$ cat src/hdl/tcb_pkg.sv
// shared sizes, encodings and bus structs, imported by every module of the memory subsystem
`default_nettype none

package tcb_pkg;

  //////////////////////////////////////////////////////////////////////
  // bus sizes
  //////////////////////////////////////////////////////////////////////

  // bits per byte lane
  localparam int unsigned tcb_unt = 8;
  // byte lanes per data word
  localparam int unsigned tcb_ben = 4;
  // byte offset bits inside a word
  localparam int unsigned tcb_off = 2;
  // byte address width, 256 words of memory
  localparam int unsigned tcb_adr = 10;
  // data width
  localparam int unsigned tcb_dat = 32;
  // register address width on the wishbone port
  localparam int unsigned wb_adr  = 2;

  // register offsets
  localparam logic [wb_adr-1:0] reg_ctrl    = wb_adr'(0);
  localparam logic [wb_adr-1:0] reg_err_cnt = wb_adr'(1);

  //////////////////////////////////////////////////////////////////////
  // encodings
  //////////////////////////////////////////////////////////////////////

  // endianness of a single request
  typedef enum logic {
    tcb_little = 1'b0,
    tcb_big    = 1'b1
  } tcb_ndn_t;

  // logarithmic transfer size, value 3 is illegal
  typedef enum logic [1:0] {
    tcb_siz_byte = 2'd0,
    tcb_siz_half = 2'd1,
    tcb_siz_word = 2'd2
  } tcb_siz_t;

  //////////////////////////////////////////////////////////////////////
  // bus structs
  //////////////////////////////////////////////////////////////////////

  // tcb request from the cpu side manager
  typedef struct packed {
    logic                 wen;  // write enable
    tcb_ndn_t             ndn;  // endianness
    tcb_siz_t             siz;  // log2 of byte count
    logic [tcb_adr-1:0]   adr;  // byte address
    logic [tcb_dat-1:0]   wdt;  // write data, right aligned
  } tcb_req_t;

  // tcb response
  typedef struct packed {
    logic [tcb_dat-1:0]   rdt;  // read data, right aligned
    logic                 sts;  // 1 means error
  } tcb_rsp_t;

  // aligned word access towards the memory
  typedef struct packed {
    logic                         wen;
    logic [tcb_adr-tcb_off-1:0]   adr;  // word address
    logic [tcb_ben-1:0]           ben;
    logic [tcb_dat-1:0]           wdt;
  } mem_req_t;

  // wishbone classic manager signals
  typedef struct packed {
    logic                 cyc;
    logic                 stb;
    logic                 we;
    logic [wb_adr-1:0]    adr;
    logic [tcb_dat-1:0]   dat_w;
  } wb_req_t;

  // wishbone classic subordinate signals
  typedef struct packed {
    logic                 ack;
    logic [tcb_dat-1:0]   dat_r;
  } wb_rsp_t;

endpackage

`default_nettype wire
$ cat src/hdl/tcb_cfg_regs.sv
// wishbone classic register block steering cross-boundary handling and counting rejected accesses
`default_nettype none

module tcb_cfg_regs
  import tcb_pkg::*;
(
  input  logic     clk,
  input  logic     rst_n,
  // wishbone classic subordinate port
  input  wb_req_t  wb_req,
  output wb_rsp_t  wb_rsp,
  // converter control and status
  output logic     allow_cross,
  input  logic     err_evt
);

  //////////////////////////////////////////////////////////////////////
  // bus handshake
  //////////////////////////////////////////////////////////////////////

  logic               ack;
  logic               acc;  // access accepted in this cycle
  logic               wr;
  logic [7:0]         err_cnt;
  logic [tcb_dat-1:0] dat_r;

  // single cycle ack, low again before the manager drops stb
  assign acc = wb_req.cyc & wb_req.stb & ~ack;
  assign wr  = acc & wb_req.we;

  always_ff @(posedge clk) begin
    if (!rst_n) begin
      ack <= 1'b0;
    end else begin
      ack <= acc;
    end
  end

  //////////////////////////////////////////////////////////////////////
  // registers
  //////////////////////////////////////////////////////////////////////

  // control, bit 0 lets crossing accesses wrap inside the word
  always_ff @(posedge clk) begin
    if (!rst_n) begin
      allow_cross <= 1'b0;
    end else if (wr && (wb_req.adr == reg_ctrl)) begin
      allow_cross <= wb_req.dat_w[0];
    end
  end

  // rejected access counter, saturating
  // a clear write takes priority over a new event
  always_ff @(posedge clk) begin
    if (!rst_n) begin
      err_cnt <= '0;
    end else if (wr && (wb_req.adr == reg_err_cnt)) begin
      err_cnt <= '0;
    end else if (err_evt && !(&err_cnt)) begin
      err_cnt <= err_cnt + 8'd1;
    end
  end

  // read data captured together with the ack
  always_ff @(posedge clk) begin
    if (acc) begin
      case (wb_req.adr)
        reg_ctrl:    dat_r <= tcb_dat'(allow_cross);
        reg_err_cnt: dat_r <= tcb_dat'(err_cnt);
        default:     dat_r <= '0;  // unmapped
      endcase
    end
  end

  assign wb_rsp.ack   = ack;
  assign wb_rsp.dat_r = dat_r;

  // every access gets exactly one ack cycle
  a_ack_single: assert property (@(posedge clk) disable iff (!rst_n)
    ack |=> !ack);

endmodule

`default_nettype wire

$ cat config.mk
export PLATFORM = sky130hd
export DESIGN_NAME = tcb_cfg_regs
export DESIGN_NICKNAME = d
export VERILOG_FILES = /design/src/hdl/tcb_pkg.sv /design/src/hdl/tcb_cfg_regs.sv
export SDC_FILE = /design/constraint.sdc
export NUM_CORES = 1
export LEC_CHECK = 0
export BUFFER_PORTS_ARGS = -buffer_cell sky130_fd_sc_hd__buf_2
export CAP_MARGIN = 10
export CORE_MARGIN = 2
export CORE_UTILIZATION = 43
export CTS_BUF_LIST = sky130_fd_sc_hd__clkbuf_16
export CTS_CLUSTER_SIZE = 8
export DETAILED_ROUTE_END_ITERATION = 16
export HOLD_SLACK_MARGIN = 0.15
export PLACE_DENSITY = 0.84
export SYNTH_ARGS = -nofsm -noshare
export SYNTH_HDL_FRONTEND = slang
export SYNTH_SLANG_ARGS = --single-unit
$ cat constraint.sdc
create_clock -name clk -period 2.09 [get_ports clk]
set_clock_uncertainty 0.2 [all_clocks]
set_input_delay 0.1045 -clock clk [delete_from_list [all_inputs] [get_ports clk]]
set_output_delay 0.1045 -clock clk [all_outputs]
set_load 0.01 [all_outputs]
# After elaboration in Yosys (flattened, before gate mapping)
# Cells that the tools add are included.
op_classes:
  addsub: 1
  n_eq_ne: 1
  muxes: 1
  bitwise: 5
  reduce_logical: 7
op_table:
  columns: ["cell", "count"]
  rows:
  - ["$pmux W8 S2", 1]
  - ["$add A8 B1 Y8 const B", 1]
  - ["$reduce_and A8 Y1", 1]
  - ["$and A1 B1 Y1", 3]
  - ["$logic_and A1 B1 Y1", 3]
  - ["$eq A2 B1 Y1 const B", 1]
  - ["$logic_not A2 Y1", 1]
  - ["$not A1 Y1", 2]
  - ["$reduce_or A2 Y1", 1]
  - ["$logic_not A1 Y1", 1]
word_totals:
  regBits: 42
  in_bits: 40
  out_inout_bits: 34
  wordCells: 19

# Longest topological paths before layout
# Gate-level depths: netlist of the first run.
depth:
  depth_word: 5
  mapped_depth: 5
  mapped_depth_nobuf: 4

# Worst setup path before layout of the first run
# No wires, ideal clock.
synth_timing:
  kind: "register to register"
  from: "register err_cnt[0]"
  to: "register err_cnt[5]"
  arrival_time_ns: 1.083
  required_ns: 1.749
  slack_ns: 0.666
  path_stages_with_launch: 5
  cell_sequence: "dfxtp_1 > ha_1 > and3_1 > a211oi_1 > a211oi_1"
synth_via:
  elab_chain_len: 3
synth_rtl:
  columns: ["item", "line", "rtl"]
  rows:
  - ["start, declared", "tcb_cfg_regs.sv:24", "logic [7:0] err_cnt;"]
  - ["start signal, assigned", "tcb_cfg_regs.sv:60", "err_cnt <= err_cnt + 8'd1;"]
  - ["branches (longest 3 deep; another with $add A8 B1 Y8)", null, null]
# Several ways; the timed one is not identified.
# A chain may end at the register's enable or synchronous reset.

# Worst setup path after layout of the first run
layout_timing:
  from: "register err_cnt[0]"
  to: "register err_cnt[0]"
# Same word-level chain as after synthesis.

==> results.ini, run 1 <==
[yosys]
yosysTopAreaCell = sky130_fd_sc_hd__edfxtp_1
synthDominantCellAreaShare_pct = 23.0
synth-main-ff-cell = sky130_fd_sc_hd__dfxtp_1
synth-edff-count = 8
synth.area.top_cells = sky130_fd_sc_hd__edfxtp_1 23%, sky130_fd_sc_hd__buf_4 19%, sky130_fd_sc_hd__dfxtp_1 19%, sky130_fd_sc_hd__and2_1 4.8%, sky130_fd_sc_hd__mux2i_1 3.8%
synth-xor-area-share_pct = 0
synth_cell_type_count = 30
synthTopCellsByCount = 27 x sky130_fd_sc_hd__buf_4, 10 x sky130_fd_sc_hd__dfxtp_1, 8 x sky130_fd_sc_hd__and2_1, 8 x sky130_fd_sc_hd__edfxtp_1, 5 x sky130_fd_sc_hd__a21oi_1
netlist_instances = 102
synth-seq-area-share_pct = 42.2
syn-cell-area_sq_mm = 0.00104
postSynth.asyncResetShare_pct = 0
synthAdderAreaFrac_pct = 1.20
synth_compound_gate_area_share_pct = 15.9
post-synth-top-count-cell = sky130_fd_sc_hd__buf_4
syn_avg_cell_area_sq_um = 10.2
yosys_register_bits = 18
synth.area.mux_share_pct = 3.84
largest_family_of_logic_cells_by_synthesized_area = buffers and inverters
synth-simple-area-share_pct = 16.7
yosys_warnings = 0

[sta]
maxSlewHeadroom_pct = 56.3
tightest_slew_ps = 653
finalWorstPathRequiredPeriod_ps = 1980
post-route-worst-setup-slack_ps = 105
max_freq_ghz = 0.504
rsz0062_at_grt = false
final.period_utilization_pct = 95.0
timing_max_transition_violations_final = 0
tns_ps = 0
setup_viol = 0
total_count_of_hold_check_failures_in_the_final_report = 0

[cts]
tritoncts_clock_tree = built
numCtsBuffers = 3
path_clk_slew_ps = 50
clockRootBuffer = sky130_fd_sc_hd__clkbuf_16
clock_insertion_delay_worst_skew_ps = 250
cts-htree-levels = 1
max-clock-path-buffers = 2
cts.sinks = 18

[final_layout]
nets = 171
fillCellCount = 194
final_layout_size_suffix_gt1_share_pct = 20.9
syn_to_final_growth_pct = 17.5
sequential_cell_area_sq_um = 440
diodes = 0
footprint_of_the_multi_input_gates_sq_um = 487

[pwr]
leakage_nw = 0.526
power.density_mw_per_mm2 = 702
total_power_mw = 0.861
vdd.ir_drop.worst_mv = 0.410

[grt]
gr-total-overflow = 0
initial_antenna_violation_count = 0
number_of_global_route_vias_before_repair = 629
grt.total_usage_pct = 14.6
grt_first_pass_wirelength_mm = 2.95
grt_start_max_net_pins = 11

[run]
drv.max_cap_violation_count = 0

[floorplan]
width_of_the_die_microns = 53.3
fp.dieArea_sq_mm = 0.00284
die_height_microns = 53.3
placeableCoreArea_sq_mm = 0.00225
initial_utilization_pct = 46.3
core.rowCount = 17
top_level_ports = 74

[hold_path]
holdCritPathClass = in2reg
hold_path.startpoint = wb_req[36]

[drt]
route.detailed.vias_per_inst = 5.01
drt-initial-drc-count = 6
drt_antenna_net_count = 0
drc = 0
drt_wl_total_mm = 1.94
detailedRoute.firstPassIterationCount = 4
num_vias = 786
wl_per_cell_microns = 12.3

[place]
place.gp.congestion = 0.726
hpwl_after_dpl_mm = 1.32
detailedPlace.worstSlack_ps = 511
io_buffer_count = 18

[critical_path]
critical_path.endpoint_type = flip-flop
crit_arrival_ps = 1980
crit_path_required_time_ps = 2080
path_max_fanout = 6
cp-startpoint = err_cnt[0]$_SDFFE_PP0P_
worstReg2RegStart = err_cnt[0]$_SDFFE_PP0P_
worstSetupPathType = reg2reg
worst_setup_start_kind = flip-flop

[run_status]
outcome = finished, final reports clean

-- placed cells by master, fill, tap and decap left out, types with 3 or more instances in the layout --
cell type,Yosys,layout
sky130_fd_sc_hd__dlygate4sd3_1,0,8
sky130_fd_sc_hd__o21ai_0,3,3
sky130_fd_sc_hd__clkbuf_16,0,3
sky130_fd_sc_hd__mux2i_1,4,4
sky130_fd_sc_hd__and2_1,8,8
sky130_fd_sc_hd__nor2_1,3,3
sky130_fd_sc_hd__dfxtp_1,10,10
sky130_fd_sc_hd__o211ai_1,4,4
sky130_fd_sc_hd__edfxtp_1,8,8
sky130_fd_sc_hd__a211oi_1,3,3
sky130_fd_sc_hd__a21oi_1,5,5
sky130_fd_sc_hd__conb_1,1,24
sky130_fd_sc_hd__nor2b_1,3,3
sky130_fd_sc_hd__buf_2,0,18
-- critical path, stage by stage (launching register included) --
cell and delay, ps:
sky130_fd_sc_hd__dfxtp_1 360, sky130_fd_sc_hd__ha_2 240, sky130_fd_sc_hd__and3_1 220, sky130_fd_sc_hd__a21boi_2 170, sky130_fd_sc_hd__mux2i_1 180, sky130_fd_sc_hd__dlygate4sd3_1 560
-- timing repair --
item                                    CTS  global route
gates resized for setup                   0             2
hold buffers                              7             2
endpoints found under the setup margin    0             2
hold endpoints to repair                  9             1
setup buffers                             0             2
-- flip-flops by register name, summed over array words and instances (netlist names) --
register and cells:
dat_r 8, ack 1, allow_cross 1, err_cnt 8
-- per-layer routing --
layer  track usage [%]  up-vias  part of all wire [%]
li1                  -      377                     -
met1              16.2      355                    40
met2              26.5       49                    49
met3              3.11        5                   9.0
met4              5.98        0                   1.9
met5                 0        -                     0
-- cells by family (layout without fill, tap and decap cells) --
family | count (synthesis) | in the layout
buffers and inverters | 28 | 32
AND/OR/NAND/NOR | 26 | 26
other | 1 | 24
AO/OA/AOI/OAI | 24 | 24
flip-flops | 18 | 18
multiplexers | 4 | 4
adder cells (fa/ha/maj) | 1 | 1
-- power breakdown --
part	switching (mW)	leakage, nW	internal [mW]
registers	0.00775	0.156	0.379
logic	0.0551	0.332	0.0362
clock network	0.129	0.0385	0.254
-- stage by stage --
| step | cells | hold WS, ps | area (sq um) | utilization, % |
|---|---|---|---|---|
| global route | 157 | 181 | 1230 | 54.4 |
| floorplan | 125 | 83.5 | 1130 | - |
| detailed placement | 143 | 230 | 1050 | 46.5 |
| CTS | 154 | 166 | 1200 | 53.1 |
| finish | 157 | 108 | 1230 | 54.4 |
| global placement | 143 | 218 | 1050 | 46.5 |
-- path summary, 6_finish.rpt --
check                                                 to  slack (ps)  depth (start not counted)
worst min register to register  allow_cross$_SDFFE_PN0P_         350                          2
worst min-delay path            allow_cross$_SDFFE_PN0P_         110                          4
worst max-delay path             err_cnt[0]$_SDFFE_PP0P_         110                          5
worst max register to register   err_cnt[0]$_SDFFE_PP0P_         110                          5
-- area by class of cell --
cell class / count / area share (%)
clock buffer: 3 / 6.12
clock inverter: 1 / 0.306
multi-input combinational: 79 / 39.7
sequential: 18 / 35.9
tap: 28 / 2.86
timing repair buffer: 28 / 15.1
Note: power is estimated with default switching activity, not from simulation.
==> run 2: changes to the inputs <==
--- a/config.mk
+++ b/config.mk
@@ -5,6 +5,7 @@
 export SDC_FILE = /design/constraint.sdc
 export NUM_CORES = 1
 export LEC_CHECK = 0
+export ABC_AREA = 1
 export BUFFER_PORTS_ARGS = -buffer_cell sky130_fd_sc_hd__buf_2
 export CAP_MARGIN = 10
 export CORE_MARGIN = 2
@@ -12,8 +13,8 @@
 export CTS_BUF_LIST = sky130_fd_sc_hd__clkbuf_16
 export CTS_CLUSTER_SIZE = 8
 export DETAILED_ROUTE_END_ITERATION = 16
-export HOLD_SLACK_MARGIN = 0.15
-export PLACE_DENSITY = 0.84
+export HOLD_SLACK_MARGIN = 0.12
+export PLACE_DENSITY = 0.83
 export SYNTH_ARGS = -nofsm -noshare
 export SYNTH_HDL_FRONTEND = slang
 export SYNTH_SLANG_ARGS = --single-unit
==> results.ini, run 2 <==
[place]
detailedPlace.worstSlack_ps = 522  ; +10.7 ps
io_buffer_count = 18  ; unchanged
place.gp.congestion = 0.770  ; +6.1%
hpwl_after_dpl_mm = 1.25  ; -5.5%

[sta]
max_freq_ghz = 0.546  ; +8.4%
finalWorstPathRequiredPeriod_ps = 1830  ; -153 ps
rsz0062_at_grt = false
timing_max_transition_violations_final = 0  ; unchanged
hold-worst-slack_ps = 312  ; +204 ps
final.period_utilization_pct = 87.7  ; -7.3 points
setup_viol = 0  ; unchanged
tns_ps = 0  ; unchanged
post-route-worst-setup-slack_ps = 258  ; +153 ps
total_count_of_hold_check_failures_in_the_final_report = 0  ; unchanged

[cts]
postCtsSetupRepairBufs = 0  ; unchanged
cts.repair.resized = 0  ; unchanged
tritoncts_clock_tree = built
post_cts_hold_buffer_count = 10  ; +3
clock_insertion_delay_worst_skew_ps = 240  ; about the same
numCtsBuffers = 3  ; unchanged
cts-htree-levels = 1  ; unchanged
clockRootBuffer = sky130_fd_sc_hd__clkbuf_16
cts.sinks = 18  ; unchanged
path_clk_slew_ps = 50  ; about the same
max-clock-path-buffers = 2  ; unchanged

[pwr]
vdd.ir_drop.worst_mv = 0.402  ; -2.1%
power.density_mw_per_mm2 = 682  ; -2.9%
leakage_nw = 0.568  ; +8.0%

[grt]
grt_start_max_net_pins = 12  ; +1
initial_antenna_violation_count = 0  ; unchanged
gr-total-overflow = 0  ; unchanged
number_of_global_route_vias_before_repair = 727  ; +16%
grt.total_usage_pct = 14.7  ; +0.14 points
grt_first_pass_wirelength_mm = 3.00  ; +1.9%

[yosys]
synth-main-ff-cell = sky130_fd_sc_hd__dfxtp_1
yosys_register_bits = 18  ; unchanged
synth-edff-count = 8  ; unchanged
yosysTopAreaCell = sky130_fd_sc_hd__edfxtp_1
syn_avg_cell_area_sq_um = 7.47  ; -27%
synth-seq-area-share_pct = 41.8  ; -0.40 points
yosys_warnings = 0  ; unchanged
synth.area.top_cells = sky130_fd_sc_hd__edfxtp_1 23%, sky130_fd_sc_hd__dfxtp_1 19%, sky130_fd_sc_hd__buf_4 19%, sky130_fd_sc_hd__nor2_1 11%, sky130_fd_sc_hd__nand2_1 9.3%
syn-cell-area_sq_mm = 0.00105  ; +0.96%
netlist_instances = 141  ; +38%
synthDominantCellAreaShare_pct = 22.8  ; -0.22 points
post-synth-top-count-cell = sky130_fd_sc_hd__nor2_1
synthTopCellsByCount = 31 x sky130_fd_sc_hd__nor2_1, 26 x sky130_fd_sc_hd__buf_4, 26 x sky130_fd_sc_hd__nand2_1
synth_cell_type_count = 16  ; -47%
postSynth.asyncResetShare_pct = 0  ; unchanged

[final_layout]
syn_to_final_growth_pct = 17.1
footprint_of_the_multi_input_gates_sq_um = 425  ; -13%
layout_top_registers = dat_r (8), err_cnt (8)
final_layout_size_suffix_gt1_share_pct = 14.3  ; -6.6 points
layout_commonest_cell = sky130_fd_sc_hd__nor2_1
final_util_pct = 54.7  ; +0.33 points
nets = 211  ; +23%
fillCellCount = 199  ; +2.6%
mostFrequentLayoutCells = 31 x sky130_fd_sc_hd__nor2_1, 26 x sky130_fd_sc_hd__nand2_1, 24 x sky130_fd_sc_hd__conb_1, 18 x sky130_fd_sc_hd__buf_2, 17 x sky130_fd_sc_hd__inv_1
diodes = 0  ; unchanged
sequential_cell_area_sq_um = 440  ; unchanged

[drt]
detailedRoute.firstPassIterationCount = 4  ; unchanged
drt-initial-drc-count = 19  ; +13
wl_per_cell_microns = 9.64  ; -22%
drc = 0  ; unchanged
drt_wl_total_mm = 1.89  ; -2.4%
drt_antenna_net_count = 0  ; unchanged
num_vias = 852  ; +8.4%
route.detailed.vias_per_inst = 4.35  ; -13%

[hold_path]
holdPathEnd = allow_cross$_SDFFE_PN0P_
holdCritPathClass = reg2reg
timing.hold.worst_path_depth = 2  ; -2
hold_path.startpoint = allow_cross$_SDFFE_PN0P_

[floorplan]
fp.dieArea_sq_mm = 0.00286  ; +0.88%
top_level_ports = 74  ; unchanged
width_of_the_die_microns = 53.5  ; +0.44%
core.rowCount = 17  ; unchanged
placeableCoreArea_sq_mm = 0.00225  ; unchanged
die_height_microns = 53.5  ; +0.44%
initial_utilization_pct = 46.7  ; +0.44 points

[run_status]
outcome = finished, final reports clean

[critical_path]
critical_path.endpoint_type = flip-flop
rrSetupSlack_ps = 430  ; +320 ps
r2r-end = allow_cross$_SDFFE_PN0P_
worstReg2RegStart = ack$_SDFF_PN0_
worst_setup_start_kind = primary input
worstSetupPathType = in2reg
crit_arrival_ps = 1770  ; -210 ps
r2r_depth = 7  ; +2
crit_path_required_time_ps = 2030  ; -50 ps
path_max_fanout = 2  ; -4

[run]
drv.max_cap_violation_count = 0  ; unchanged

run 2: report_power, final:
part / internal, mW / total [mW] / switching [mW]
combinational: 0.0330 / 0.0878 / 0.0548
sequential: 0.378 / 0.384 / 0.00615
clock: 0.251 / 0.369 / 0.118
run 2: worst max-delay path by stage:
stage                                 start                       end  slack [ps]  cells after the start
floorplan           err_cnt[0]$_SDFFE_PP0P_   err_cnt[5]$_SDFFE_PP0P_         720                      7
global placement    err_cnt[0]$_SDFFE_PP0P_   err_cnt[5]$_SDFFE_PP0P_         540                      6
finish                           wb_req[36]  allow_cross$_SDFFE_PN0P_         260                      8
global route                     wb_req[36]  allow_cross$_SDFFE_PN0P_         160                      8
CTS                              wb_req[32]  allow_cross$_SDFFE_PN0P_         320                      9
detailed placement  err_cnt[0]$_SDFFE_PP0P_   err_cnt[5]$_SDFFE_PP0P_         520                      7
run 2: cells by family after synthesis:
| kind of cell | count (synthesis) | share of synthesized area [%] |
|---|---|---|
| AND/OR/NAND/NOR | 70 | 27.8 |
| other | 1 | 0.356 |
| adder cells (fa/ha/maj) | 1 | 1.19 |
| buffers and inverters | 45 | 26.0 |
| flip-flops | 18 | 41.8 |
| AO/OA/AOI/OAI | 6 | 2.85 |
run 2: final cells by class:
| type | instances | share of cell area, % |
|---|---|---|
| inverter | 18 | 5.48 |
| clock buffer | 3 | 6.09 |
| multi-input combinational | 101 | 34.5 |
| sequential | 18 | 35.7 |
| tap | 28 | 2.84 |
| timing repair buffer | 28 | 15.4 |
run 2: layer usage:
layer | vias up | GRT usage [%] | wire length (microns)
li1 | 440 | - | -
met1 | 367 | 16.6 | 768
met2 | 41 | 26.1 | 945
met3 | 4 | 2.54 | 133
met4 | 0 | 7.69 | 40
met5 | - | 0 | 0
run 2: worst max-delay path: stages:
cell and delay [ps]:
sky130_fd_sc_hd__dlygate4sd3_1 540, sky130_fd_sc_hd__buf_2 120, sky130_fd_sc_hd__nand4_1 130, sky130_fd_sc_hd__nor2_1 160
sky130_fd_sc_hd__nand2_1 80, sky130_fd_sc_hd__nand2_1 60, sky130_fd_sc_hd__dlygate4sd3_1 540, sky130_fd_sc_hd__nor2_1 40
run 2: metrics by stage:
stage	power, mW	cell area [sq um]	cells
5_1_grt	0.870	1230	196
3_5_place_dp	0.462	1060	183
2_1_floorplan	0.478	1140	164
4_1_cts	0.840	1230	196
3_3_place_gp	0.461	1060	183
6_report	0.841	1230	196
