[src/hdl/tcb_pkg.sv]
// shared sizes, encodings and bus structs, imported by every module of the memory subsystem
`default_nettype none

package tcb_pkg;

  //////////////////////////////////////////////////////////////////////
  // bus sizes
  //////////////////////////////////////////////////////////////////////

  // bits per byte lane
  localparam int unsigned tcb_unt = 8;
  // byte lanes per data word
  localparam int unsigned tcb_ben = 4;
  // byte offset bits inside a word
  localparam int unsigned tcb_off = 2;
  // byte address width, 256 words of memory
  localparam int unsigned tcb_adr = 10;
  // data width
  localparam int unsigned tcb_dat = 32;
  // register address width on the wishbone port
  localparam int unsigned wb_adr  = 2;

  // register offsets
  localparam logic [wb_adr-1:0] reg_ctrl    = wb_adr'(0);
  localparam logic [wb_adr-1:0] reg_err_cnt = wb_adr'(1);

  //////////////////////////////////////////////////////////////////////
  // encodings
  //////////////////////////////////////////////////////////////////////

  // endianness of a single request
  typedef enum logic {
    tcb_little = 1'b0,
    tcb_big    = 1'b1
  } tcb_ndn_t;

  // logarithmic transfer size, value 3 is illegal
  typedef enum logic [1:0] {
    tcb_siz_byte = 2'd0,
    tcb_siz_half = 2'd1,
    tcb_siz_word = 2'd2
  } tcb_siz_t;

  //////////////////////////////////////////////////////////////////////
  // bus structs
  //////////////////////////////////////////////////////////////////////

  // tcb request from the cpu side manager
  typedef struct packed {
    logic                 wen;  // write enable
    tcb_ndn_t             ndn;  // endianness
    tcb_siz_t             siz;  // log2 of byte count
    logic [tcb_adr-1:0]   adr;  // byte address
    logic [tcb_dat-1:0]   wdt;  // write data, right aligned
  } tcb_req_t;

  // tcb response
  typedef struct packed {
    logic [tcb_dat-1:0]   rdt;  // read data, right aligned
    logic                 sts;  // 1 means error
  } tcb_rsp_t;

  // aligned word access towards the memory
  typedef struct packed {
    logic                         wen;
    logic [tcb_adr-tcb_off-1:0]   adr;  // word address
    logic [tcb_ben-1:0]           ben;
    logic [tcb_dat-1:0]           wdt;
  } mem_req_t;

  // wishbone classic manager signals
  typedef struct packed {
    logic                 cyc;
    logic                 stb;
    logic                 we;
    logic [wb_adr-1:0]    adr;
    logic [tcb_dat-1:0]   dat_w;
  } wb_req_t;

  // wishbone classic subordinate signals
  typedef struct packed {
    logic                 ack;
    logic [tcb_dat-1:0]   dat_r;
  } wb_rsp_t;

endpackage

`default_nettype wire
[src/hdl/tcb_misaligned.sv]
// converter from sub-word and misaligned tcb requests to aligned byte-enabled word accesses
`default_nettype none

module tcb_misaligned
  import tcb_pkg::*;
(
  input  logic               clk,
  input  logic               rst_n,
  // tcb subordinate side
  input  logic               vld,
  input  tcb_req_t           req,
  output logic               rsp_vld,
  output tcb_rsp_t           rsp,
  // configuration block
  input  logic               allow_cross,
  output logic               err_evt,
  // aligned memory side
  output logic               mem_vld,
  output mem_req_t           mem_req,
  input  logic [tcb_dat-1:0] mem_rdt
);

  // lane that request byte k maps onto
  // big endian mirrors the bytes inside the n byte window
  function automatic logic [tcb_off-1:0] lane_of(
    input tcb_ndn_t           ndn,
    input logic [tcb_off-1:0] off,
    input logic [tcb_off:0]   num,
    input logic [tcb_off-1:0] k
  );
    logic [tcb_off-1:0] lane;
    if (ndn == tcb_big) begin
      lane = off + num[tcb_off-1:0] - tcb_off'(1) - k;
    end else begin
      lane = off + k;
    end
    return lane;
  endfunction

  //////////////////////////////////////////////////////////////////////
  // request stage
  //////////////////////////////////////////////////////////////////////

  logic [tcb_off-1:0]                    req_off;
  logic [tcb_off:0]                      req_num;  // 1, 2 or 4 bytes
  logic [tcb_ben-1:0]                    req_msk;
  logic                                  req_crs;
  logic                                  req_rej;
  logic [tcb_ben-1:0][tcb_unt-1:0]       req_wdt;
  logic [tcb_ben-1:0][tcb_unt-1:0]       lan_wdt;
  logic [tcb_ben-1:0]                    lan_ben;

  assign req_off = req.adr[tcb_off-1:0];
  assign req_num = {{tcb_off{1'b0}}, 1'b1} << req.siz;
  assign req_wdt = req.wdt;

  // access runs past the last lane of the word
  assign req_crs = (req_off + req_num) > tcb_ben;
  assign req_rej = req_crs & ~allow_cross;

  // size decoded into a right aligned byte mask
  always_comb begin
    for (int unsigned k = 0; k < tcb_ben; k++) begin
      req_msk[k] = (k < req_num);
    end
  end

  // scatter request bytes onto the lanes
  // lane_of is a bijection so each lane gets exactly one byte
  always_comb begin
    lan_wdt = '0;
    lan_ben = '0;
    for (int unsigned k = 0; k < tcb_ben; k++) begin
      lan_wdt[lane_of(req.ndn, req_off, req_num, tcb_off'(k))] = req_wdt[k];
      lan_ben[lane_of(req.ndn, req_off, req_num, tcb_off'(k))] = req_msk[k];
    end
  end

  // aligned word access
  // a rejected access touches no lane
  assign mem_vld     = vld;
  assign mem_req.wen = req.wen;
  assign mem_req.adr = req.adr[tcb_adr-1:tcb_off];
  assign mem_req.ben = (vld && !req_rej) ? lan_ben : '0;
  assign mem_req.wdt = lan_wdt;

  //////////////////////////////////////////////////////////////////////
  // response stage
  //////////////////////////////////////////////////////////////////////

  logic [tcb_off-1:0]                    rsp_off;
  logic [tcb_off:0]                      rsp_num;
  tcb_ndn_t                              rsp_ndn;
  logic                                  rsp_rej;
  logic [tcb_ben-1:0][tcb_unt-1:0]       mem_lan;
  logic [tcb_ben-1:0][tcb_unt-1:0]       rsp_rdt;

  always_ff @(posedge clk) begin
    if (!rst_n) begin
      rsp_vld <= 1'b0;
    end else begin
      rsp_vld <= vld;
    end
  end

  // access shape kept for realignment of the read word
  always_ff @(posedge clk) begin
    if (vld) begin
      rsp_off <= req_off;
      rsp_num <= req_num;
      rsp_ndn <= req.ndn;
      rsp_rej <= req_rej;
    end
  end

  assign mem_lan = mem_rdt;

  // gather lanes back into request byte order with upper bytes zero
  always_comb begin
    rsp_rdt = '0;
    for (int unsigned k = 0; k < tcb_ben; k++) begin
      if (!rsp_rej && (k < rsp_num)) begin
        rsp_rdt[k] = mem_lan[lane_of(rsp_ndn, rsp_off, rsp_num, tcb_off'(k))];
      end
    end
  end

  assign rsp.rdt = rsp_rdt;
  assign rsp.sts = rsp_rej;

  // one pulse per rejected access in the cycle of its response
  assign err_evt = rsp_vld & rsp_rej;

  // manager never issues the reserved size
  a_siz_legal: assert property (@(posedge clk) disable iff (!rst_n)
    vld |-> (req.siz != 2'd3));

  // every accepted access enables exactly one lane per request byte
  a_ben_count: assert property (@(posedge clk) disable iff (!rst_n)
    (vld && !req_rej) |-> ($countones(mem_req.ben) == req_num));

endmodule

`default_nettype wire

[config.mk]
export PLATFORM = sky130hd
export DESIGN_NAME = tcb_misaligned
export DESIGN_NICKNAME = d
export VERILOG_FILES = /design/src/hdl/tcb_pkg.sv /design/src/hdl/tcb_misaligned.sv
export SDC_FILE = /design/constraint.sdc
export NUM_CORES = 1
export LEC_CHECK = 0
export BUFFER_PORTS_ARGS = -buffer_cell sky130_fd_sc_hd__buf_4
export CORE_ASPECT_RATIO = 0.5
export CORE_MARGIN = 1
export CORE_UTILIZATION = 35
export CTS_CLUSTER_DIAMETER = 30
export DETAILED_ROUTE_END_ITERATION = 7
export GPL_ROUTABILITY_DRIVEN = 0
export PLACE_DENSITY = 0.67
export SYNTH_ARGS = -nofsm -noshare
export SYNTH_HDL_FRONTEND = slang
export SYNTH_SLANG_ARGS = --single-unit
[constraint.sdc]
create_clock -name clk -period 4.88 [get_ports clk]
set_input_delay 0.488 -clock clk [delete_from_list [all_inputs] [get_ports clk]]
set_output_delay 0.488 -clock clk [all_outputs]
set_load 0.01 [all_outputs]
After elaboration in Yosys (flattened, before gate mapping)
Cells that the tools add are included.
{"block": "op_classes", "addsub": 17, "n_lt_le_gt_ge": 21, "shift": 1, "mux": 47, "bitwise": 5, "reduce_logical": 11}
{"op": "bitwise mux 32 bit", "n": 3}
{"op": "two-way mux 8 bit", "n": 12}
{"op": "binary-select mux 8 bit (select 2 bit)", "n": 4}
{"op": "demux 8 bit (select 2 bit)", "n": 4}
{"op": "AND 32 bit", "n": 1}
{"op": "less-than comparator 2 x 3 -> 1 bit (second input constant)", "n": 8}
{"op": "two-way mux 2 bit", "n": 12}
{"op": "bitwise mux 4 bit", "n": 3}
{"op": "less-than comparator 1 x 3 -> 1 bit (first input constant)", "n": 4}
{"op": "less-than comparator 2 x 3 -> 1 bit (first input constant)", "n": 4}
{"op": "logical AND 1 bit", "n": 9}
{"op": "adder 2 bit (second input constant)", "n": 4}
{"op": "demux 1 bit (select 2 bit)", "n": 4}
{"op": ">= comparator 2 x 1 -> 1 bit (second input constant)", "n": 4}
{"op": "subtractor 2 x 1 -> 2 bit (second input constant)", "n": 4}
{"op": "subtractor 2 bit (second input constant)", "n": 4}
{"op": "adder 2 x 1 -> 2 bit (second input constant)", "n": 2}
{"op": "adder 2 bit", "n": 2}
{"op": "adder 2 x 3 -> 4 bit", "n": 1}
{"op": "AND 4 bit", "n": 1}
{"op": "> comparator 4 x 3 -> 1 bit (second input constant)", "n": 1}
{"op": "two-way mux 1 bit", "n": 4}
{"op": "two-way mux 4 bit", "n": 1}
{"op": "<< shifter 1 x 2 -> 3 bit (first input constant)", "n": 1}
{"op": "other kinds (3)", "n": 5}
{"block": "totals", "regBits": 8, "input_bits": 82, "out_inout_bits": 81, "word_cells": 107}

Longest topological paths before layout
Gate-level depths: netlist of the first run.
{"block": "logic_depth", "depth_word": 13, "mapped_depth": 11, "ltp_nobuf": 10}

Worst setup path after synthesis of the first run
Ideal clock, no wire load.
{"block": "synth_path", "path_type": "input -> output", "from": "input req[42] in the netlist's numbering", "to": "output mem_req[34] in the netlist's numbering", "arrival_time_ps": 2497, "required_time_ps": 4392, "slack_ps": 1895, "stages": 11, "n_path_buf": 3, "cell_sequence": "inv_1 > ha_1 > inv_1 > ha_1 > clkbuf_1 > nand2b_1 > clkbuf_1 > o21ai_1 > clkbuf_1 > nand2_1 > a21oi_1"}
{"item": "from (decl)", "line_no": "tcb_misaligned.sv:11", "source": "input tcb_req_t req,"}
{"item": "to (decl)", "line_no": "tcb_misaligned.sv:19", "source": "output mem_req_t mem_req,"}

==> run metrics, run 1 <==
cell family with most CP delay compound AO/OA/AOI/OAI gates; utilization after layout 52.5%; area fraction in and, or, nand and nor cells after synthesis 17.1%; mux share of post-synthesis cell area 29.7%; routed via count 3,208; Die Ht 64.9 microns; Final Setup Violations 0; slowest cell on the critical path xnor2_1; CP bufs+invs 3; Core Region 7490 sq um; Leak 0.00172 uW; I/O pins 163; Rows 22; XOR/XNOR share of the synthesized area 3.94%; CP Launch Type primary input; fin nets 534; CP Launch Point req[43]; RSZ-0062 raised after global routing false; CP max stage delay 0.60 ns; endpoint class of the critical path output port; met3 Resource Use GR 2.73%; top cells by count, synth 29 x nand2_1, 28 x mux4_2, 21 x a21oi_1; Yosys top cell by area mux4_2; number of synthesized flops with an enable pin 7; Worst Setup EP mem_req[33]; Wirelength per Cell 16.8 microns; Final ANT Viol Nets 0; Clock Root Buffer clkbuf_16; synth top area cells mux4_2 23%, edfxtp_1 7.6%, a221oi_1 5.1%; top_reg_cell synth edfxtp_1; ANT cells 0; CP arrival 3.27 ns; busiest grt layer met2; first-pass GRT wire length 14,200 microns; Tmin final 3.75 ns; die area 8280 sq um; CTS clk-pin slew, worst paths 0.03 ns; Post-Place Cells 544; layout cell share with drive strength beyond 1 42.5%; Slew Limit Fails 0; CP cell instances buf_4 -> inv_1 -> ha_1 -> ha_1 -> xnor2_1 -> a32oi_1 -> and2_1 -> o311a_1 -> nor3_1 -> buf_4; Pwr Density 236 nW/um^2; Non-Filler Instances 548; crit-path max FO 11; number of max-cap violations 0; worst path required time 4.39 ns; DRC Markers 0; number of global-route vias before repair 2,874; die width 128 microns; # H-tree levels 1; CTS Sinks 8; Clock Path Buffers 2; Levels on crit path 10; compound-gate portion of the synthesized area 27.6%; type of the worst setup path in2out; outcome finished, final reports clean; post-synthesis register bit count 8; adder-cell area share of the yosys netlist 5.25%; Hold Vio Cnt, Final 0; Setup Buffers After CTS 0; Hold Buf Count CTS 0; synthesized area per cell 8.70 sq um; area delta synth->final 42.3%; Fill cells 733; via/cell ratio 5.85; ys async rst share 0%; initial antenna violation count 0; top-area cell type share of the netlist area 22.8%; routing usage on met2 34.8%; Routed WL 9210 microns; Ys Warns 0; Syn Nets 411; cell area after layout 3930 sq um; Max VDD drop 99.4 uV; placed instance area 3850 sq um; register area share after synthesis 8.33%; initial DRC count 252; actual slew at the worst max-slew pin 1.14 ns; GRT Total Usage 21.6%; Setup Total Neg Slack 0 ns; Cells after Synth 318; area of the mapped netlist 2770 sq um; dpl hpwl 6830 microns; DRT Pass-1 Iters 5; Hold Path Class in2reg; highest clock rate 0.266 GHz; largest net degree at the start of global routing 33; Worst Hold Slack 0.465 ns; GR Util met1 30.4%; cell with the most instances after synthesis nand2_1; post-route clock period utilization 76.9%; worst rel slew slack 23.9%; total grt overflow 0; initial core utilization 36.9%; post-CTS sizing 0; CTS Buf Count 3; Port Buffers 144; CTS tree done; Synth cell types 54; combinational family with the most area after synthesis multiplexers
power breakdown:
part	internal, uW	total, uW	switching (uW)
registers	81.0	87.9	6.90
logic	367	699	332
clock network	109	140	31.7
kinds of logic after synthesis:
family | Yosys count
buffers and inverters | 44
xor gates and xnor gates | 7
muxes | 42
AOI/OAI and AO/OA | 113
DFF | 8
and+or+nand+nor | 93
adders and majority gates | 11
registers in the layout (all words and copies together) (netlist names):
signal and cells:
rsp_vld 1, rsp_rej 1, rsp_ndn 1, rsp_num 3, rsp_off 2
layer usage:
layer	vias up	routed length [microns]	part of all wire, %
met1	1509	3960	43
met5	-	0	0
met2	201	4130	45
li1	1487	-	-
met4	0	81	0.88
met3	11	1040	11
final cells by class:
class	instances	area (sq um)	area share (%)
inverter	15	56.3	1.43
tap	108	135	3.44
timing repair buffer	147	1100	28.1
multi-input combinational	266	2330	59.2
sequential	8	230	5.85
clock buffer	4	78.8	2.00
metrics by stage:
stage          setup slack, ns  total power [uW]
3_5_place_dp              1.18               787
4_1_cts                   1.18               932
2_1_floorplan             1.89               524
3_3_place_gp              1.27               785
6_report                  1.13               927
5_1_grt                  0.972               990
cells in the final DEF (no fill, tap or decap), types with 12 or more instances in the layout:
cell type and count:
buf_4 147, mux4_2 28, a221oi_1 16, a21oi_1 21, nor2b_1 18, nor2_1 19
a22oi_1 16, and2b_1 12, o21ai_0 15, inv_1 15, nand2_1 29
how the worst min path moves through the flow:
stage | start | endpoint | slack (ns) | cells past startpoint
after floorplan | req[44] | rsp_ndn$_DFFE_PP_ | 0.59 | 0
after global placement | rst_n | rsp_vld$_SDFF_PN0_ | 0.70 | 2
after detailed placement | rst_n | rsp_vld$_SDFF_PN0_ | 0.70 | 2
after CTS | rst_n | rsp_vld$_SDFF_PN0_ | 0.46 | 2
after global routing | rst_n | rsp_vld$_SDFF_PN0_ | 0.48 | 2
final | rst_n | rsp_vld$_SDFF_PN0_ | 0.46 | 2
(Power assumes the default switching activity.)
==> run 2, diff against run 1 <==
==> constraint.sdc (replaced) <==
create_clock -name clk -period 3.5 [get_ports clk]
set_input_delay 0.35 -clock clk [delete_from_list [all_inputs] [get_ports clk]]
set_output_delay 0.35 -clock clk [all_outputs]
set_load 0.01 [all_outputs]
==> run metrics, run 2 (synthesized netlist as in run 1, its figures left out) <==
endpoint class of the critical path output port (unchanged); GRT Total Usage 21.9% (was 21.6%); Hold Path Class in2reg (unchanged); actual slew at the worst max-slew pin 0.863 ns (was 1.14 ns); Clock Root Buffer clkbuf_16 (unchanged); largest registers rsp_num (3), rsp_off (2) (unchanged); number of max-cap violations 0 (unchanged); die width 128 microns (unchanged); Hold Buf Count CTS 0 (unchanged); largest net degree at the start of global routing 33 (unchanged); initial core utilization 36.9% (unchanged); highest clock rate 0.308 GHz; Wirelength per Cell 16.5 microns (was 16.8 microns); cell area after layout 4050 sq um (was 3930 sq um); dpl hpwl 7000 microns (was 6830 microns); internal power 801 uW (was 557 uW); CTS tree done (unchanged); Non-Filler Instances 564 (was 548); initial antenna violation count 0 (unchanged); most common cell after layout, fill and taps aside buf_4 (unchanged); max reg flops 3 (unchanged); Leak 0.00180 uW (was 0.00172 uW); Seq pwr share 9.3% (was 9.5%); CTS Buf Count 3 (unchanged); outcome finished, final reports clean (unchanged); Core Region 7490 sq um (unchanged); type of the worst setup path reg2out (was in2out); Clock Path Buffers 2 (unchanged); Routed WL 9280 microns (was 9210 microns); CP Launch Type flip-flop (was primary input); CP arrival 2.90 ns (was 3.27 ns); CTS clk-pin slew, worst paths 0.04 ns (was 0.03 ns); Port Buffers 144 (unchanged); first-pass GRT wire length 14,600 microns (was 14,200 microns); post-CTS sizing 0 (unchanged); Final Setup Violations 0 (unchanged); sw frac 39.5% (was 40.0%); initial DRC count 206 (was 252); Die Ht 64.9 microns (unchanged); Top reg by flops rsp_num (unchanged); placed instance area 3980 sq um (was 3850 sq um); slowest cell on the critical path mux4_2 (was xnor2_1); Tmin final 3.25 ns; die area 8280 sq um (unchanged); fin nets 550 (was 534); CP max stage delay 0.58 ns (was 0.60 ns); worst rel slew slack 41.3% (was 23.9%); number of global-route vias before repair 3,030 (was 2,874); Comb pwr share 75.8% (was 75.4%); dpl ws 0.410 ns (was 1.18 ns); net switching power 524 uW (was 371 uW); Hold Vio Cnt, Final 0 (unchanged); Max VDD drop 199 uV (was 99.4 uV); # H-tree levels 1 (unchanged); Post-Place Cells 560 (was 544); post-route clock period utilization 92.9%; Pwr Density 327 nW/um^2 (was 236 nW/um^2); layout cell share with drive strength beyond 1 44.5% (was 42.5%); DRC Markers 0 (unchanged); final worst slack 0.250 ns (was 1.13 ns); Clk pwr share 14.9% (was 15.1%); DRT Pass-1 Iters 5 (unchanged); I/O pins 163 (unchanged); Slew Limit Fails 0 (unchanged); total grt overflow 0 (unchanged); Setup Buffers After CTS 0 (unchanged); Setup Total Neg Slack 0 ns (unchanged); Rows 22 (unchanged); CTS Sinks 8 (unchanged); crit-path max FO 18 (was 11); CP cell instances inv_1 -> ha_1 -> xor3_1 -> mux2i_4 -> xnor2_4 -> mux4_2 -> and2b_1 -> buf_4 (was buf_4 -> inv_1 -> ha_1 -> ha_1 -> xnor2_1 -> a32oi_1 -> and2_1 -> o311a_1 -> nor3_1 -> buf_4); RSZ-0062 raised after global routing false (unchanged); worst path required time 3.15 ns (was 4.39 ns); Final ANT Viol Nets 0 (unchanged); area delta synth->final 46.6% (was 42.3%); routed via count 3,267 (was 3,208); ANT cells 0 (unchanged); most frequent cells in the layout 163 x buf_4, 29 x nand2_1, 28 x mux4_2, 21 x a21oi_1, 19 x nor2_1 (was 147 x buf_4, 29 x nand2_1, 28 x mux4_2, 21 x a21oi_1, 19 x nor2_1); via/cell ratio 5.79 (was 5.85)
run 2: cell count changes in the layout (fill, tap and decap cells not counted), sizes merged:
cell,previous run,this run
buf,147,163
run 2: worst paths after layout:
| check | start | to | depth (start not counted) | slack, ns |
|---|---|---|---|---|
| hold / removal | rst_n | rsp_vld$_SDFF_PN0_ | 2 | 0.33 |
| setup / recovery | rsp_off[0]$_DFFE_PP_ | rsp[27] | 8 | 0.25 |
run 2: worst max-delay path: cells and delay by family, from the launching register on:
kind | cells | cell delay [ns]
flops | 1 | 0.45
simple gates | 1 | 0.17
mux | 2 | 0.69
fa+ha+maj | 1 | 0.24
buf+inv | 2 | 0.21
xor+xnor | 2 | 0.92
run 2: area by class of cell:
class / count / area [sq um]
Sequential cell: 8 / 230
Tap cell: 108 / 135
Multi-Input combinational cell: 266 / 2330
Clock buffer: 4 / 78.8
Inverter: 15 / 56.3
Fill cell: 720 / 3430
Timing Repair Buffer: 163 / 1220
run 2: power groups by stage:
stage | Sequential, uW | Combinational, uW | Clock (uW)
6_report | 123 | 1000 | 198
5_1_grt | 124 | 1090 | 206
4_1_cts | 123 | 1010 | 199
3_5_place_dp | 125 | 1010 | 0
3_3_place_gp | 124 | 1000 | 0
2_1_floorplan | 121 | 609 | 0
run 2: through the flow:
stage / hold slack [ns] / total power (uW) / util (%)
after global placement: 0.558 / 1120 / 53.1
after floorplan: 0.449 / 731 / -
after detailed placement: 0.565 / 1130 / 53.1
after CTS: 0.337 / 1330 / 54.1
final: 0.333 / 1320 / 54.1
after global routing: 0.352 / 1420 / 54.1
run 2: layer usage:
layer	track usage (%)	vias to the layer above	wire length, microns	part of all wire [%]
li1	-	1517	-	-
met1	30.1	1553	4110	44
met2	36.7	188	4200	45
met3	3.39	9	877	9.5
met4	4.56	0	85	0.92
met5	0	-	0	0
==> run 3, diff against run 2 <==
--- a/config.mk
+++ b/config.mk
@@ -5,7 +5,7 @@
 export SDC_FILE = /design/constraint.sdc
 export NUM_CORES = 1
 export LEC_CHECK = 0
-export BUFFER_PORTS_ARGS = -buffer_cell sky130_fd_sc_hd__buf_4
+export BUFFER_PORTS_ARGS = -buffer_cell sky130_fd_sc_hd__buf_2
 export CORE_ASPECT_RATIO = 0.5
 export CORE_MARGIN = 1
 export CORE_UTILIZATION = 35
==> run metrics, run 3 (synthesized netlist as in run 1, its figures left out) <==
routed via count 3,248 (was 3,267); fin nets 552 (was 550); Hold Vio Cnt, Final 0 (unchanged); actual slew at the worst max-slew pin 0.891 ns (was 0.863 ns); endpoint class of the critical path output port (unchanged); worst rel slew slack 39.4% (was 41.3%); die width 128 microns (unchanged); Core Region 7490 sq um (unchanged); initial antenna violation count 0 (unchanged); Pwr Density 330 nW/um^2 (was 327 nW/um^2); layout cell share with drive strength beyond 1 44.8% (was 44.5%); Setup Buffers After CTS 0 (unchanged); Port Buffers 144 (unchanged); slowest cell on the critical path mux4_2 (unchanged); initial DRC count 195 (was 206); max reg flops 3 (unchanged); Final Setup Violations 0 (unchanged); Clock Path Buffers 2 (unchanged); crit-path max FO 18 (unchanged); largest net degree at the start of global routing 33 (unchanged); number of max-cap violations 0 (unchanged); Hold Buf Count CTS 0 (unchanged); Rows 22 (unchanged); CTS Buf Count 3 (unchanged); Tmin final 3.22 ns (was 3.25 ns); Fill cells 757 (was 720); I/O pins 163 (unchanged); worst path required time 3.15 ns (about the same); utilization after layout 49.5% (was 54.1%); RSZ-0062 raised after global routing false (unchanged); total grt overflow 0 (unchanged); post-CTS sizing 0 (unchanged); Hold Path Class in2reg (unchanged); CTS tree done (unchanged); via/cell ratio 5.74 (was 5.79); ANT cells 0 (unchanged); dpl hpwl 6830 microns (was 7000 microns); most common cell after layout, fill and taps aside buf_2 (was buf_4); type of the worst setup path reg2out (unchanged); outcome finished, final reports clean (unchanged); GRT Total Usage 21.0% (was 21.9%); Final ANT Viol Nets 0 (unchanged); CP Launch Type flip-flop (unchanged); first-pass GRT wire length 14,000 microns (was 14,600 microns); Clock Root Buffer clkbuf_16 (unchanged); dpl ws 0.402 ns (was 0.410 ns); Slew Limit Fails 0 (unchanged); most frequent cells in the layout 144 x buf_2, 29 x nand2_1, 28 x mux4_2, 21 x a21oi_1, 21 x buf_4 (was 163 x buf_4, 29 x nand2_1, 28 x mux4_2, 21 x a21oi_1, 19 x nor2_1); Setup Total Neg Slack 0 ns (unchanged); Max VDD drop 137 uV (was 199 uV); final worst slack 0.277 ns (was 0.250 ns); CP cell instances inv_1 -> ha_1 -> xor3_1 -> mux2i_4 -> xnor2_4 -> mux4_2 -> and2b_1 -> buf_2 (was inv_1 -> ha_1 -> xor3_1 -> mux2i_4 -> xnor2_4 -> mux4_2 -> and2b_1 -> buf_4); DRT Pass-1 Iters 5 (unchanged); # H-tree levels 1 (unchanged); DRC Markers 0 (unchanged); highest clock rate 0.310 GHz (was 0.308 GHz); area delta synth->final 34.1% (was 46.6%); Die Ht 64.9 microns (unchanged); Wirelength per Cell 15.9 microns (was 16.5 microns); number of global-route vias before repair 2,861 (was 3,030); CP arrival 2.87 ns (was 2.90 ns); CTS Sinks 8 (unchanged); initial core utilization 36.9% (unchanged); Top reg by flops rsp_num (unchanged); CP max stage delay 0.57 ns (was 0.58 ns); largest registers rsp_num (3), rsp_off (2) (unchanged); post-route clock period utilization 92.1% (was 92.9%); Hold Path End rsp_vld$_SDFF_PN0_ (unchanged); CTS clk-pin slew, worst paths 0.04 ns (about the same); die area 8280 sq um (unchanged); Leak 0.00172 uW (was 0.00180 uW); Routed WL 9010 microns (was 9280 microns); min-delay src rst_n (unchanged); hold path cells 2 (unchanged)
[run 3: changes by cell type in the layout (fill, tap and decap cells not counted)]
| cell | previous run | this run |
|---|---|---|
| buf_2 | 0 | 144 |
| buf_4 | 163 | 21 |
[run 3: area by class of cell]
type	count	area (sq um)	share of cell area, %
timing repair buffer	165	878	23.7
clock buffer	4	78.8	2.13
sequential	8	230	6.21
multi-input combinational	266	2330	62.8
inverter	15	56.3	1.52
tap	108	135	3.64
[run 3: power by group]
part / internal (uW) / switching (uW) / leakage, uW / total, uW
Clock: 152 / 43.5 / 0.0000382 / 195
Sequential: 113 / 9.83 / 0.0000762 / 123
Combinational: 448 / 460 / 0.00161 / 907
[run 3: through the flow]
| step | total power, uW | hold WS (ns) | std cells | cell area, sq um |
|---|---|---|---|---|
| 2_1_floorplan | 731 | 0.449 | 318 | 2770 |
| 3_3_place_gp | 1020 | 0.556 | 562 | 3630 |
| 3_5_place_dp | 1030 | 0.564 | 562 | 3630 |
| 4_1_cts | 1230 | 0.331 | 566 | 3710 |
| 5_1_grt | 1310 | 0.343 | 566 | 3710 |
| 6_report | 1230 | 0.328 | 566 | 3710 |
[run 3: critical path, delay by kind of cell, from the launching register on]
family	cells	cell delay (ns)
xor gates and xnor gates	2	0.81
adders and majority gates	1	0.32
buffers and inverters	2	0.21
DFF	1	0.45
muxes	2	0.68
and+or+nand+nor	1	0.17
[run 3: worst max path at each step]
stage,cells after the start,end,from
3_5_place_dp,12,mem_req[33],req[42]
2_1_floorplan,11,mem_req[34],req[42]
3_3_place_gp,12,mem_req[33],req[42]
5_1_grt,8,rsp[29],rsp_off[0]$_DFFE_PP_
4_1_cts,8,rsp[29],rsp_off[0]$_DFFE_PP_
6_report,8,rsp[27],rsp_off[0]$_DFFE_PP_
[run 3: per-layer routing]
metal	global-route usage, %	part of all wire, %	vias up
met5	0	0	-
met4	4.85	0.96	0
met3	2.31	9.5	12
met2	35.5	45	204
met1	28.9	44	1511
li1	-	-	1521
